File: config.mk
export PLATFORM = sky130hd
export DESIGN_NAME = ButtonSync
export DESIGN_NICKNAME = d
export VERILOG_FILES = /design/src/design/ButtonSync.sv
export SDC_FILE = /design/constraint.sdc
export NUM_CORES = 1
export LEC_CHECK = 0
export BUFFER_PORTS_ARGS = -buffer_cell sky130_fd_sc_hd__clkbuf_2
export CAP_MARGIN = 5
export CORE_AREA = 5 5 42 44
export CTS_BUF_LIST = sky130_fd_sc_hd__clkbuf_2 sky130_fd_sc_hd__clkbuf_4 sky130_fd_sc_hd__clkbuf_8
export DETAILED_ROUTE_END_ITERATION = 8
export DIE_AREA = 0 0 47 49
export GPL_ROUTABILITY_DRIVEN = 0
export PLACE_DENSITY = 0.4
export SYNTH_ARGS = -nofsm -noshare
export SYNTH_HDL_FRONTEND = slang
export SYNTH_SLANG_ARGS = --single-unit
File: constraint.sdc
create_clock -name clk -period 1 [get_ports clk]
set_input_delay 0.2 -clock clk [delete_from_list [all_inputs] [get_ports clk]]
set_output_delay 0.2 -clock clk [all_outputs]
set_load 0.02 [all_outputs]
File: src/design/ButtonSync.sv
`timescale 1ns/1ps

module ButtonSync #(
  parameter int DebounceCycles = 4
) (
  input  logic clk,
  input  logic reset,
  input  logic button,
  output logic buttonLevel
);

  localparam int CountBits = $clog2(DebounceCycles + 1);

  logic [1:0]           syncStage;
  logic [CountBits-1:0] stableCount;

  always_ff @(posedge clk) begin
    if (reset) begin
      syncStage <= '0;
      stableCount <= '0;
      buttonLevel <= 1'b0;
    end else begin
      syncStage <= {syncStage[0], button};
      if (syncStage[1] == buttonLevel) begin
        stableCount <= '0;  // Bounce restarts the count.
      end else if (stableCount == CountBits'(DebounceCycles - 1)) begin
        stableCount <= '0;
        buttonLevel <= syncStage[1];
      end else begin
        stableCount <= stableCount + 1'b1;
      end
    end
  end

endmodule

**Word level (Yosys, flattened, before mapping)**

Cells that the tools add are included.

- Output and inout port bits: 1
- Register bits after elaboration: 6
- Input bits: 3
- Logic and storage cells: 9

- Add/subtract/negate cells: 1
- Bitwise operators: 1
- Reductions and logical operators: 2
- Equality and inequality tests: 2

Operators by type and width:

| kind | number |
|---|---|
| 3-bit by 1-bit adder with 3-bit output, second input constant | 1 |
| 3-bit by 2-bit equality test with 1-bit output, second input constant | 1 |
| 3-bit OR reduction | 1 |
| 2-bit AND reduction | 1 |
| 1-bit equality test | 1 |
| 1-bit inverter | 1 |

**Longest topological paths before layout**

- Depth in word-level cells: 3
- Gate-level depth with buffers: 4
- Mapped depth without buffers: 4

**Worst setup path before layout**

OpenSTA, ideal clock, no wires.

- Kind: flip-flop to flip-flop
- Start: register stableCount[0]
- End: register stableCount[2]
- Required time: 908 ps
- Path buffers: 0
- Library setup time: 92 ps
- Slack: -53 ps
- Clock period less this slack: 1053 ps
- Arrival time: 961 ps
- Stages on the path, launching flop included: 4
- Cell sequence: dfxtp_1 > ha_1 > ha_1 > nor4_1

- Word-level cells in the longest chain between the ends: 2
- Elaborated cells between the ends (all ways): 3
- Classes of those cells: add/sub (1); eq/ne (1); reduce/logical (1)

Ends and longest elaborated chain:

| element | line | RTL |
|---|---|---|
| start: declaration | 15 | `logic [CountBits-1:0] stableCount;` |
| start signal: assignment | 30 | `stableCount <= stableCount + 1'b1;` |
| branches (longest 2 deep; another with 3-bit by 1-bit adder with 3-bit output) | - |  |

Several ways; the timed one is not identified.
A chain may end at the register's enable or synchronous reset.

**Final worst setup path**

- Start: register stableCount[0]
- End: register buttonLevel

- Word-level cells in the longest chain between the ends: 2

Ends and longest elaborated chain:

| element | line | RTL |
|---|---|---|
| 3-bit by 2-bit equality test with 1-bit output | 26 | `end else if (stableCount == CountBits'(DebounceCycles - 1)) begin` |
| 2-bit AND reduction (no line) | - |  |
| end signal: assignment | 28 | `buttonLevel <= syncStage[1];` |
| end: declaration | 9 | `output logic buttonLevel` |

No other way between the ends.

==> results.py <==
metrics = {
    "run_status": {
        "status": "finished, final reports clean",
    },
    "floorplan": {
        "die-area_um2": 2300,
        "core-area_um2": 1400,
        "row_count": 14,
        "start_util_pct": 15.1,
        "io_pins": 4,
        "die_y_um": 49,
        "dieWidth_um": 47,
    },
    "synthesis": {
        "yosys_warnings": 0,
        "synthCells": 17,
        "synth_nets": 22,
        "synth_seq_cells": 6,
        "netlist_area_um2": 211,
        "yosysSeqAreaShare_pct": 56.8,
        "syn_area_per_cell_um2": 12.4,
        "ys_types": 9,
    },
    "setup_path": {
        "crit_top_cell": "ha_4",
        "endpoint_kind": "register",
        "r2r_cells": 4,
        "path_cells": "ha_4 -> ha_4 -> mux2i_1 -> nor2_1",
        "worstPathArrival_ns": 1.12,
        "critPathLaunchType": "register",
        "worstPathMaxFanout": 4,
        "slowest_delay_ns": 0.34,
        "slowest_stage": "dfxtp_2",
        "worst-setup-path-type": "register to register",
        "cp.required_ns": 1.13,
    },
    "grt": {
        "grt_pass1_vias": 176,
        "antenna_found_initial": 0,
        "grt_pass1_wl_um": 669,
        "overflow": 0,
        "grtUsageTotal_pct": 4.51,
        "grt_max_degree": 7,
    },
    "final_layout": {
        "fin_nets": 30,
        "post-route-util_pct": 22.2,
        "final_area_um2": 312,
        "finalNonFillerCells": 39,
        "drive_gt1_share_pct": 52.2,
        "antenna_cells": 0,
        "area.growth.synth_to_final_pct": 47.3,
    },
    "routing": {
        "drtPass1Iterations": 2,
        "wl_um": 354,
        "vias": 150,
        "drcViolationCount": 0,
        "vias_per_cell": 3.85,
        "final_antenna_net_count": 0,
        "wl_per_cell_um": 9.08,
        "drt_iter0_markers": 2,
    },
    "clocking": {
        "cts_sinks": 6,
        "htree_levels": 1,
        "post_cts_buffers": 0,
        "cts_tree": "built",
        "clkSlewWorstSetupHoldPaths_ns": 0.04,
        "cts_root_buf": "clkbuf_4",
        "clock_latency_ns": 0.24,
        "cts.path.max_buffers": 2,
        "cts_buffers": 3,
    },
    "power": {
        "fin_total_pwr_mw": 0.481,
        "leakage_nw": 0.105,
        "peakVddDrop_v": 0.000582,
        "power_density_nw_per_um2": 1540,
    },
    "placed_design": {
        "io_buffers": 3,
        "dpl.hpwl_um": 246,
        "post-place-cells": 36,
        "postPlaceCellArea_um2": 249,
    },
    "worst_hold_path": {
        "min_path_cells": 2,
        "hold_class": "input port to register",
    },
    "timing": {
        "period_needed_ns": 0.986,
        "tightest_slew_ns": 0.340,
        "hold_viol": 0,
        "max_slew_margin_pct": 77.2,
        "rsz0062_at_grt": "yes",
        "finalSetupViolations": 0,
        "fin_skew_ns": 0.00244,
        "fin_crit_sh_pct": 98.6,
        "fmax_ghz": 1.01,
        "timing.final.max_slew_violations": 0,
    },
    "flow_run": {
        "maxCapViolCount": 0,
    },
}
## cell families (layout without fill, tap and decap cells)
| kind of cell | after synthesis | count (layout) | share of synthesized area, % |
|---|---|---|---|
| and+or+nand+nor | 6 | 6 | 20.7 |
| muxes | 1 | 1 | 4.73 |
| xor gates and xnor gates | 1 | 1 | 4.14 |
| buffers and inverters | 1 | 7 | 1.77 |
| DFF | 6 | 6 | 56.8 |
| adders and majority gates | 2 | 2 | 11.8 |
## critical path: cells and delay by family, from the launching register on
kind,cells,cell delay (ns)
DFF,1,0.34
muxes,1,0.19
adders and majority gates,2,0.29
and+or+nand+nor,1,0.05
## per-stage QoR
stage                     setup slack, ns  TNS (ns)  hold WS, ns
final                              0.0142         0        0.175
after global routing              -0.0504    -0.133        0.169
after CTS                         0.00111         0        0.173
after detailed placement          -0.0594    -0.159        0.423
after global placement            -0.0347    -0.100        0.418
after floorplan                   0.00637         0        0.272
## placed cells by master, fill, tap and decap left out, drive strengths merged
master,synthesis,layout
nor2,1,1
dfxtp,6,6
inv,1,1
xnor2,1,1
mux2i,1,1
nor2b,2,2
ha,2,2
clkbuf,0,6
nor4,2,2
nor4b,1,1
## repair_timing
| item | in CTS | in global routing |
|---|---|---|
| endpoints found under the setup margin | 5 | 5 |
| gates resized for setup | 8 | 0 |
| pin swaps | 2 | 2 |
| hold buffers | 0 | 0 |
## final timing paths
check | startpoint | slack (ns) | to
worst max-delay path | stableCount[0] | 0.01 | buttonLevel
worst min-delay path | button | 0.17 | syncStage[0]
worst max register to register | stableCount[0] | 0.01 | buttonLevel
worst min register to register | stableCount[0] | 0.44 | stableCount[0]
## Yosys cell counts
| cell type | count | area (um^2) |
|---|---|---|
| nor2_1 | 1 | 3.75 |
| nor4b_2 | 1 | 15.0 |
| ha_1 | 2 | 25.0 |
| xnor2_1 | 1 | 8.76 |
| inv_1 | 1 | 3.75 |
| mux2i_1 | 1 | 10.0 |
| nor2b_1 | 2 | 12.5 |
| nor4_1 | 2 | 12.5 |
| dfxtp_1 | 6 | 120 |
## power breakdown
group          internal (mW)  total, mW  switching (mW)
clock                  0.135      0.219          0.0833
sequential             0.245      0.248         0.00250
combinational        0.00705     0.0141         0.00706
total                  0.388      0.481          0.0928
## area by class of cell
class,instances,area (um^2)
Tap cell,16,20.0
Fill cell,168,1090
Timing Repair Buffer,3,23.8
Multi-Input combinational cell,10,119
Inverter,1,3.75
Clock buffer,3,22.5
Sequential cell,6,123
## state kept, by name, indices dropped and copies added (netlist names)
| register | count |
|---|---|
| buttonLevel | 1 |
| stableCount | 3 |
| syncStage | 2 |
## per-layer routing
layer / up-vias / track usage [%] / wire (um)
li1: 72 / - / -
met3: 0 / 5.54 / 38
met1: 71 / 3.96 / 134
met5: - / 0 / 0
met4: 0 / 1.38 / 0
met2: 7 / 6.33 / 181
No activity file was read; power rests on OpenSTA's default activity.
